$ cat src/design/rv32i_isa_pkg.sv
`default_nettype none

package rv32i_isa_pkg;

    localparam int XLEN           = 32;
    localparam int INSTR_WIDTH    = 32;
    localparam int REG_ADDR_WIDTH = 5;
    localparam int OPCODE_WIDTH   = 7;
    localparam int FUNCT3_WIDTH   = 3;
    localparam int FUNCT7_WIDTH   = 7;

    // field positions inside the instruction word
    localparam int OPCODE_LSB = 0;
    localparam int RD_LSB     = 7;
    localparam int FUNCT3_LSB = 12;
    localparam int RS1_LSB    = 15;
    localparam int RS2_LSB    = 20;
    localparam int FUNCT7_LSB = 25;

    // raw immediate field widths before extension
    localparam int IMM_I_WIDTH = 12;
    localparam int IMM_B_WIDTH = 13;
    localparam int IMM_U_WIDTH = 20;
    localparam int IMM_J_WIDTH = 21;

    typedef enum logic [OPCODE_WIDTH-1:0] {
        op_reg    = 7'b0110011,
        op_imm    = 7'b0010011,
        op_lui    = 7'b0110111,
        op_auipc  = 7'b0010111,
        op_branch = 7'b1100011,
        op_jal    = 7'b1101111,
        op_jalr   = 7'b1100111
    } opcode_e;

    localparam logic [FUNCT3_WIDTH-1:0] F3_ADD_SUB = 3'b000;
    localparam logic [FUNCT3_WIDTH-1:0] F3_SLL     = 3'b001;
    localparam logic [FUNCT3_WIDTH-1:0] F3_SLT     = 3'b010;
    localparam logic [FUNCT3_WIDTH-1:0] F3_SLTU    = 3'b011;
    localparam logic [FUNCT3_WIDTH-1:0] F3_XOR     = 3'b100;
    localparam logic [FUNCT3_WIDTH-1:0] F3_SRL_SRA = 3'b101;
    localparam logic [FUNCT3_WIDTH-1:0] F3_OR      = 3'b110;
    localparam logic [FUNCT3_WIDTH-1:0] F3_AND     = 3'b111;

    localparam logic [FUNCT3_WIDTH-1:0] F3_BEQ  = 3'b000;
    localparam logic [FUNCT3_WIDTH-1:0] F3_BNE  = 3'b001;
    localparam logic [FUNCT3_WIDTH-1:0] F3_BLT  = 3'b100;
    localparam logic [FUNCT3_WIDTH-1:0] F3_BGE  = 3'b101;
    localparam logic [FUNCT3_WIDTH-1:0] F3_BLTU = 3'b110;
    localparam logic [FUNCT3_WIDTH-1:0] F3_BGEU = 3'b111;
    localparam logic [FUNCT3_WIDTH-1:0] F3_JALR = 3'b000;

    localparam logic [FUNCT7_WIDTH-1:0] FUNCT7_BASE = 7'b0000000;
    localparam logic [FUNCT7_WIDTH-1:0] FUNCT7_ALT  = 7'b0100000; // sub, sra, srai

endpackage

`default_nettype wire

$ cat src/design/decode_ctrl_pkg.sv
`default_nettype none

package decode_ctrl_pkg;

    localparam int ALU_CODE_WIDTH   = 4;
    localparam int SHIFT_CODE_WIDTH = 2;
    localparam int CMP_CODE_WIDTH   = 3;
    localparam int IMM_FMT_WIDTH    = 3;

    typedef enum logic [ALU_CODE_WIDTH-1:0] {
        alu_none = 4'd0,
        alu_add  = 4'd1,
        alu_sub  = 4'd2,
        alu_slt  = 4'd3,
        alu_sltu = 4'd4,
        alu_xor  = 4'd5,
        alu_or   = 4'd6,
        alu_and  = 4'd7
    } alu_op_e;

    typedef enum logic [SHIFT_CODE_WIDTH-1:0] {
        shift_none = 2'd0,
        shift_sll  = 2'd1,
        shift_srl  = 2'd2,
        shift_sra  = 2'd3
    } shift_op_e;

    typedef enum logic [CMP_CODE_WIDTH-1:0] {
        cmp_none = 3'd0,
        cmp_beq  = 3'd1,
        cmp_bne  = 3'd2,
        cmp_blt  = 3'd3,
        cmp_bge  = 3'd4,
        cmp_bltu = 3'd5,
        cmp_bgeu = 3'd6
    } cmp_op_e;

    typedef enum logic [IMM_FMT_WIDTH-1:0] {
        imm_none = 3'd0,
        imm_i    = 3'd1,
        imm_b    = 3'd2,
        imm_u    = 3'd3,
        imm_j    = 3'd4
    } imm_fmt_e;

endpackage

`default_nettype wire

$ cat src/design/decode_ctrl_if.sv
`timescale 1ns/1ps
`default_nettype none

interface decode_ctrl_if import decode_ctrl_pkg::*; ();

    logic      alu_op;
    logic      shift_op;
    logic      comparator_op;
    logic      rs1_use;
    logic      rs2_use;
    logic      rd_use;
    logic      imm_use;
    logic      is_branch;
    alu_op_e   alu_control;
    shift_op_e shift_control;
    cmp_op_e   comparator_control;

    modport decoder (
        output alu_op, shift_op, comparator_op,
        output rs1_use, rs2_use, rd_use, imm_use, is_branch,
        output alu_control, shift_control, comparator_control
    );

    modport stage (
        input alu_op, shift_op, comparator_op,
        input rs1_use, rs2_use, rd_use, imm_use, is_branch,
        input alu_control, shift_control, comparator_control
    );

endinterface

`default_nettype wire

$ cat src/design/opcode_decoder.sv
`timescale 1ns/1ps
`default_nettype none

module opcode_decoder
    import rv32i_isa_pkg::*;
    import decode_ctrl_pkg::*;
(
    input  logic [INSTR_WIDTH-1:0] instr,
    decode_ctrl_if.decoder         ctrl,
    output imm_fmt_e               imm_fmt,
    output logic                   imm_sign_ext
);

    opcode_e                 opcode;
    logic [FUNCT3_WIDTH-1:0] funct3;
    logic [FUNCT7_WIDTH-1:0] funct7;

    alu_op_e   alu_code;
    shift_op_e shift_code;
    cmp_op_e   cmp_code;
    logic      rs1_use;
    logic      rs2_use;
    logic      rd_use;
    logic      is_branch;

    assign opcode = opcode_e'(instr[OPCODE_LSB +: OPCODE_WIDTH]);
    assign funct3 = instr[FUNCT3_LSB +: FUNCT3_WIDTH];
    assign funct7 = instr[FUNCT7_LSB +: FUNCT7_WIDTH];

    always_comb
    begin
        alu_code     = alu_none;
        shift_code   = shift_none;
        cmp_code     = cmp_none;
        rs1_use      = 1'b0;
        rs2_use      = 1'b0;
        rd_use       = 1'b0;
        is_branch    = 1'b0;
        imm_fmt      = imm_none;
        imm_sign_ext = 1'b0;
        case (opcode)
            op_reg:
            begin
                if (funct7 == FUNCT7_BASE)
                begin
                    case (funct3)
                        F3_ADD_SUB: alu_code   = alu_add;
                        F3_SLL:     shift_code = shift_sll;
                        F3_SLT:     alu_code   = alu_slt;
                        F3_SLTU:    alu_code   = alu_sltu;
                        F3_XOR:     alu_code   = alu_xor;
                        F3_SRL_SRA: shift_code = shift_srl;
                        F3_OR:      alu_code   = alu_or;
                        F3_AND:     alu_code   = alu_and;
                        default:    alu_code   = alu_none;
                    endcase
                end
                else if (funct7 == FUNCT7_ALT)
                begin
                    if (funct3 == F3_ADD_SUB)
                        alu_code = alu_sub;
                    else if (funct3 == F3_SRL_SRA)
                        shift_code = shift_sra;
                end
                if (alu_code != alu_none || shift_code != shift_none)
                begin
                    rs1_use = 1'b1;
                    rs2_use = 1'b1;
                    rd_use  = 1'b1;
                end
            end
            op_imm:
            begin
                case (funct3)
                    F3_ADD_SUB: alu_code = alu_add;
                    F3_SLT:     alu_code = alu_slt;
                    F3_SLTU:    alu_code = alu_sltu;
                    F3_XOR:     alu_code = alu_xor;
                    F3_OR:      alu_code = alu_or;
                    F3_AND:     alu_code = alu_and;
                    F3_SLL:     shift_code = (funct7 == FUNCT7_BASE) ? shift_sll : shift_none;
                    F3_SRL_SRA:
                    begin
                        if (funct7 == FUNCT7_BASE)
                            shift_code = shift_srl;
                        else if (funct7 == FUNCT7_ALT)
                            shift_code = shift_sra; // funct7 bit stays in the imm
                    end
                    default:    alu_code = alu_none;
                endcase
                if (alu_code != alu_none || shift_code != shift_none)
                begin
                    rs1_use      = 1'b1;
                    rd_use       = 1'b1;
                    imm_fmt      = imm_i;
                    imm_sign_ext = (shift_code == shift_none); // shamt is unsigned
                end
            end
            op_lui, op_auipc:
            begin
                alu_code     = alu_add;
                rd_use       = 1'b1;
                imm_fmt      = imm_u;
                imm_sign_ext = 1'b1;
            end
            op_branch:
            begin
                case (funct3)
                    F3_BEQ:  cmp_code = cmp_beq;
                    F3_BNE:  cmp_code = cmp_bne;
                    F3_BLT:  cmp_code = cmp_blt;
                    F3_BGE:  cmp_code = cmp_bge;
                    F3_BLTU: cmp_code = cmp_bltu;
                    F3_BGEU: cmp_code = cmp_bgeu;
                    default: cmp_code = cmp_none;
                endcase
                if (cmp_code != cmp_none)
                begin
                    alu_code     = alu_add; // target address
                    rs1_use      = 1'b1;
                    rs2_use      = 1'b1;
                    imm_fmt      = imm_b;
                    imm_sign_ext = 1'b1;
                    is_branch    = 1'b1;
                end
            end
            op_jal:
            begin
                alu_code     = alu_add;
                rd_use       = 1'b1;
                imm_fmt      = imm_j;
                imm_sign_ext = 1'b1;
                is_branch    = 1'b1;
            end
            op_jalr:
            begin
                if (funct3 == F3_JALR)
                begin
                    alu_code     = alu_add;
                    rs1_use      = 1'b1;
                    rd_use       = 1'b1;
                    imm_fmt      = imm_i;
                    imm_sign_ext = 1'b1;
                    is_branch    = 1'b1;
                end
            end
            default:
            begin
                alu_code = alu_none; // nothing set for loads, stores and system
            end
        endcase
    end

    // unit flags follow from the codes
    assign ctrl.alu_op             = (alu_code != alu_none);
    assign ctrl.shift_op           = (shift_code != shift_none);
    assign ctrl.comparator_op      = (cmp_code != cmp_none);
    assign ctrl.imm_use            = (imm_fmt != imm_none);
    assign ctrl.alu_control        = alu_code;
    assign ctrl.shift_control      = shift_code;
    assign ctrl.comparator_control = cmp_code;
    assign ctrl.rs1_use            = rs1_use;
    assign ctrl.rs2_use            = rs2_use;
    assign ctrl.rd_use             = rd_use;
    assign ctrl.is_branch          = is_branch;

endmodule

`default_nettype wire

$ cat src/design/imm_generator.sv
`timescale 1ns/1ps
`default_nettype none

module imm_generator
    import rv32i_isa_pkg::*;
    import decode_ctrl_pkg::*;
(
    input  logic [INSTR_WIDTH-1:0] instr,
    input  imm_fmt_e               imm_fmt,
    input  logic                   imm_sign_ext,
    output logic [XLEN-1:0]        imm
);

    logic [IMM_I_WIDTH-1:0] imm_i_field;
    logic [IMM_B_WIDTH-1:0] imm_b_field;
    logic [IMM_U_WIDTH-1:0] imm_u_field;
    logic [IMM_J_WIDTH-1:0] imm_j_field;

    assign imm_i_field = instr[31:20];
    assign imm_b_field = {instr[31], instr[7], instr[30:25], instr[11:8], 1'b0}; // lsb always 0
    assign imm_u_field = instr[31:12];
    assign imm_j_field = {instr[31], instr[19:12], instr[20], instr[30:21], 1'b0};

    always_comb
    begin
        case (imm_fmt)
            imm_i:
                imm = {{(XLEN-IMM_I_WIDTH){imm_sign_ext & imm_i_field[IMM_I_WIDTH-1]}},
                       imm_i_field};
            imm_b:
                imm = {{(XLEN-IMM_B_WIDTH){imm_sign_ext & imm_b_field[IMM_B_WIDTH-1]}},
                       imm_b_field};
            imm_u:
                imm = {imm_u_field, {(XLEN-IMM_U_WIDTH){1'b0}}}; // low 12 bits zero
            imm_j:
                imm = {{(XLEN-IMM_J_WIDTH){imm_sign_ext & imm_j_field[IMM_J_WIDTH-1]}},
                       imm_j_field};
            default:
                imm = '0;
        endcase
    end

endmodule

`default_nettype wire

$ cat src/design/decode_stage_reg.sv
`timescale 1ns/1ps
`default_nettype none

module decode_stage_reg
    import rv32i_isa_pkg::*;
    import decode_ctrl_pkg::*;
(
    input  logic                      clk,
    input  logic                      reset,
    input  logic                      instr_valid,
    input  logic [INSTR_WIDTH-1:0]    instr,
    decode_ctrl_if.stage              ctrl,
    input  logic [XLEN-1:0]           imm_in,
    output logic                      dec_valid,
    output logic                      alu_op,
    output logic                      shift_op,
    output logic                      comparator_op,
    output logic                      rs1_use,
    output logic                      rs2_use,
    output logic                      rd_use,
    output logic                      imm_use,
    output logic                      is_branch,
    output alu_op_e                   alu_control,
    output shift_op_e                 shift_control,
    output cmp_op_e                   comparator_control,
    output logic [XLEN-1:0]           imm,
    output logic [REG_ADDR_WIDTH-1:0] rs1_addr,
    output logic [REG_ADDR_WIDTH-1:0] rs2_addr,
    output logic [REG_ADDR_WIDTH-1:0] rd_addr
);

    always_ff @(posedge clk)
    begin
        if (reset)
        begin
            dec_valid          <= 1'b0;
            alu_op             <= 1'b0;
            shift_op           <= 1'b0;
            comparator_op      <= 1'b0;
            rs1_use            <= 1'b0;
            rs2_use            <= 1'b0;
            rd_use             <= 1'b0;
            imm_use            <= 1'b0;
            is_branch          <= 1'b0;
            alu_control        <= alu_none;
            shift_control      <= shift_none;
            comparator_control <= cmp_none;
        end
        else
        begin
            dec_valid <= instr_valid; // drops for one cycle on a bubble
            if (instr_valid)
            begin
                alu_op             <= ctrl.alu_op;
                shift_op           <= ctrl.shift_op;
                comparator_op      <= ctrl.comparator_op;
                rs1_use            <= ctrl.rs1_use;
                rs2_use            <= ctrl.rs2_use;
                rd_use             <= ctrl.rd_use;
                imm_use            <= ctrl.imm_use;
                is_branch          <= ctrl.is_branch;
                alu_control        <= ctrl.alu_control;
                shift_control      <= ctrl.shift_control;
                comparator_control <= ctrl.comparator_control;
            end
        end
    end

    always_ff @(posedge clk)
    begin
        if (instr_valid)
        begin
            imm      <= imm_in;
            rs1_addr <= instr[RS1_LSB +: REG_ADDR_WIDTH];
            rs2_addr <= instr[RS2_LSB +: REG_ADDR_WIDTH];
            rd_addr  <= instr[RD_LSB +: REG_ADDR_WIDTH];
        end
    end

endmodule

`default_nettype wire

$ cat src/design/decode_unit.sv
`timescale 1ns/1ps
`default_nettype none

module decode_unit
    import rv32i_isa_pkg::*;
    import decode_ctrl_pkg::*;
(
    input  logic                      clk,
    input  logic                      reset,
    input  logic                      instr_valid,
    input  logic [INSTR_WIDTH-1:0]    instr,
    output logic                      dec_valid,
    output logic                      alu_op,
    output logic                      shift_op,
    output logic                      comparator_op,
    output logic                      rs1_use,
    output logic                      rs2_use,
    output logic                      rd_use,
    output logic                      imm_use,
    output logic                      is_branch,
    output alu_op_e                   alu_control,
    output shift_op_e                 shift_control,
    output cmp_op_e                   comparator_control,
    output logic [XLEN-1:0]           imm,
    output logic [REG_ADDR_WIDTH-1:0] rs1_addr,
    output logic [REG_ADDR_WIDTH-1:0] rs2_addr,
    output logic [REG_ADDR_WIDTH-1:0] rd_addr
);

    imm_fmt_e          imm_fmt;
    logic              imm_sign_ext;
    logic [XLEN-1:0]   imm_comb; // before the stage register

    decode_ctrl_if ctrl_bus ();

    opcode_decoder u_opcode_decoder (
        .instr        (instr),
        .ctrl         (ctrl_bus.decoder),
        .imm_fmt      (imm_fmt),
        .imm_sign_ext (imm_sign_ext)
    );

    imm_generator u_imm_generator (
        .instr        (instr),
        .imm_fmt      (imm_fmt),
        .imm_sign_ext (imm_sign_ext),
        .imm          (imm_comb)
    );

    decode_stage_reg u_decode_stage_reg (
        .clk                (clk),
        .reset              (reset),
        .instr_valid        (instr_valid),
        .instr              (instr),
        .ctrl               (ctrl_bus.stage),
        .imm_in             (imm_comb),
        .dec_valid          (dec_valid),
        .alu_op             (alu_op),
        .shift_op           (shift_op),
        .comparator_op      (comparator_op),
        .rs1_use            (rs1_use),
        .rs2_use            (rs2_use),
        .rd_use             (rd_use),
        .imm_use            (imm_use),
        .is_branch          (is_branch),
        .alu_control        (alu_control),
        .shift_control      (shift_control),
        .comparator_control (comparator_control),
        .imm                (imm),
        .rs1_addr           (rs1_addr),
        .rs2_addr           (rs2_addr),
        .rd_addr            (rd_addr)
    );

endmodule

`default_nettype wire

$ cat config.mk
export PLATFORM = sky130hd
export DESIGN_NAME = decode_unit
export DESIGN_NICKNAME = d
export VERILOG_FILES = /design/src/design/rv32i_isa_pkg.sv /design/src/design/decode_ctrl_pkg.sv /design/src/design/decode_ctrl_if.sv /design/src/design/opcode_decoder.sv /design/src/design/imm_generator.sv /design/src/design/decode_stage_reg.sv /design/src/design/decode_unit.sv
export SDC_FILE = /design/constraint.sdc
export NUM_CORES = 1
export LEC_CHECK = 0
export BUFFER_PORTS_ARGS = -buffer_cell sky130_fd_sc_hd__buf_2
export CORE_MARGIN = 2
export CORE_UTILIZATION = 45
export CTS_BUF_LIST = sky130_fd_sc_hd__clkbuf_16
export DETAILED_ROUTE_END_ITERATION = 16
export GPL_TIMING_DRIVEN = 0
export PLACE_DENSITY = 0.76
export SYNTH_ARGS = -nofsm -noshare
export SYNTH_HDL_FRONTEND = slang
export SYNTH_HIERARCHICAL = 1
export SYNTH_SLANG_ARGS = --single-unit
$ cat constraint.sdc
create_clock -name clk -period 2.5 [get_ports clk]
set_input_delay 0.5 -clock clk [delete_from_list [all_inputs] [get_ports clk]]
set_output_delay 0.5 -clock clk [all_outputs]
set_load 0.02 [all_outputs]
==> reports/results.ini <==
[outcome]
status = complete, no violations

[logic_synthesis]
syn_area_per_cell_um2 = 11.34
synth-seq-area-share_pct = 57.44
yosysMostFrequentCell = edfxtp_1
syn_area_um2 = 3084
postSynthNetCount = 307
synth-seq-cells = 65
yosysWarningCount = 6
yosys-top-cells-area = edfxtp_1 (46%), dfxtp_1 (12%), mux2i_1 (5.8%)
synth_commonest_cells = edfxtp_1 (47), nor2_1 (28), a21oi_1 (24), nand2_1 (21)
synth_ff_type = edfxtp_1
ys_types = 51
netlist.area_leader.share_pct = 45.76
syn_inst = 272
synth_enable_flop_cells = 47
synth_top_area_cell = edfxtp_1
synthArstFlopShare_pct = 0

[sta]
max-slew-margin-rel_pct = 31.06
grt_setup_unrepaired = no
skew_ps = 0
whs_ps = 377.9
hold_violations = 0
fmax_ghz = 0.4185
fin_ws_ps = 110.3
finalCritPeriodShare_pct = 95.59
tightest_slew_ps = 1034
report.final.slew_viol_count = 0
layout_min_cycle_time_ps = 2390
finalSetupViolCount = 0

[place]
place_ws_ps = -508.2
place.gp.congestion = 0.8652
io_buffers = 98
dp.cells = 450
dp_hpwl_um = 4917

[die]
initial_core_util_pct = 45.90
rows = 30
dieArea_um2 = 7532
dieHeight_um = 86.79
core-area_um2 = 6719
die_w_um = 86.79
boundaryPins = 100

[power_and_ir_drop]
cellPowerDensity_nw_per_um2 = 659.3
leakagePower_nw = 1.692
ir_drop_mv = 0.3456
total_power_mw = 2.680

[detailed_routing]
viasPerCell = 5.316
wire_per_inst_um = 14.85
drc = 0
routed_wl_um = 6949
drt-pass1-iter-count = 4
drt_iter0_drc = 154
vias = 2488
ant_nets = 0

[global_route]
grt_pass1_wl_um = 10610
track_usage_pct = 18.17
grt_pass1_vias = 2222
grt_overflow = 0
grt_max_degree = 49
antenna_found_initial = 0

[clocking]
cts_htree_levels = 3
clkTransAtPathRegs_ps = 50
ctsHoldBuffers = 0
cts-buffers-inserted = 9
cts.sinks = 65
clk_path_buf_depth = 2
clock_latency_ps = 320
cts_tree = built
clock-root-buffer = clkbuf_16

[hold_path]
worstHoldStart = instr[10]
worstHoldPathType = in2reg
hold_depth = 1
hold_end = u_decode_stage_reg/rd_addr[3]

[final_layout]
fin_util_pct = 60.50
nNetsFinal = 418
final_cells = 468
diodes = 0
areaGrowthSynthToFinish_pct = 31.81
drive_gt1_share_pct = 38.92

[worst_setup_path]
worstRegToRegCells = 2
r2r-end = u_decode_stage_reg/rs2_use
crit_fanout = 5
worstSetupEndpointType = flop
cp-start-kind = input pin
max_stage_delay_ps = 590
path_cells = buf_2 -> or4_4 -> o41ai_4 -> a211oi_2 -> inv_1 -> and4b_1 -> a32oi_2 -> o21ai_1
ff2ff_setup_slack_ps = 1900
crit_type = in2reg
cpMaxStageDelayCell = or4_4
rr_startpoint = u_decode_stage_reg/rs2_use
arrival_ps = 2440
required_ps = 2550

[run]
cap_violations = 0

flip-flops by register name, summed over array words and instances (netlist names), 2 cells and up:
signal                                 flops
u_decode_stage_reg/comparator_control      3
u_decode_stage_reg/rs2_addr                5
u_decode_stage_reg/shift_control           2
u_decode_stage_reg/imm                    32
u_decode_stage_reg/rs1_addr                5
u_decode_stage_reg/alu_control             4
u_decode_stage_reg/rd_addr                 5
cells in the final DEF (no fill, tap or decap), types with 2 or more instances in the layout:
cell type and n:
a21oi_1 23, a22oi_1 5, and2_1 8, and4b_1 2
buf_2 103, buf_4 4, buf_6 4, clkbuf_1 3
clkbuf_16 9, clkinv_2 2, clkinvlp_4 2, dfxtp_1 18
edfxtp_1 47, inv_1 6, mux2i_1 18, nand2_1 20
nand2_2 2, nand2b_1 4, nand3_1 5, nand3b_1 2
nor2_1 27, nor2b_1 3, nor2b_2 3, nor3_1 2
nor3_2 2, o211ai_1 8, o21ai_0 4, o21ai_1 17
o41ai_4 2
logic make-up (layout without fill, tap and decap cells):
group                  after synthesis  count (layout)  synth area share [%]
flip-flops                          65              65                 57.44
AO/OA/AOI/OAI                       71              72                 15.25
other                                1               1                0.1216
AND/OR/NAND/NOR                     93              93                 16.35
multiplexers                        18              18                 5.842
XOR/XNOR                             2               2                0.5681
buffers and inverters               22             137                 4.422
repair_timing:
item	4_1_cts	5_1_grt
setup buffers	0	1
hold endpoints to repair	0	0
gates cloned	0	1
setup endpoints to repair	11	32
pin swaps	1	2
resized for setup	5	14
where the power goes:
group | internal, mW | total (mW) | switching [mW]
clock network | 0.759 | 1.18 | 0.424
registers | 1.21 | 1.22 | 0.0117
logic | 0.0948 | 0.276 | 0.181
per-layer routing:
layer | part of all wire, % | vias up | global-route usage (%)
met2 | 50 | 95 | 29.63
met3 | 7.1 | 4 | 6.190
met5 | 0 | - | 0
met4 | 0.66 | 0 | 6.392
met1 | 42 | 1159 | 22.45
li1 | - | 1230 | -
worst max-delay path by stage:
stage / startpoint / slack, ps / cells past startpoint / to
floorplan: instr[26] / 9 / 8 / u_decode_stage_reg/imm[21]
global placement: instr[26] / -430 / 9 / u_decode_stage_reg/imm[27]
detailed placement: instr[14] / -510 / 10 / u_decode_stage_reg/imm[24]
CTS: instr[13] / 10 / 11 / u_decode_stage_reg/imm[31]
global route: instr[13] / 20 / 11 / u_decode_stage_reg/imm[31]
finish: instr[26] / 110 / 8 / u_decode_stage_reg/imm[30]
per-stage QoR:
stage               TNS [ps]  cell area [µm²]
finish                     0             4065
global route               0             4065
CTS                        0             3999
detailed placement    -11040             3675
global placement       -9913             3675
floorplan                  0             3084
cell type report:
| type | count | area, µm² |
|---|---|---|
| Multi-Input combinational cell | 186 | 1260 |
| Sequential cell | 65 | 1772 |
| Inverter | 5 | 18.77 |
| Fill cell | 554 | 2654 |
| Timing Repair Buffer | 99 | 498.0 |
| Clock buffer | 9 | 225.2 |
| Tap cell | 80 | 100.1 |
| Clock inverter | 7 | 62.56 |
| Buffer | 17 | 128.9 |
worst max-delay path: cells and delay by family:
kind / cells / cell delay (ps)
compound gates: 4 / 830
simple gates: 2 / 870
buf+inv: 2 / 250
Power figures use the tool's default switching activity.
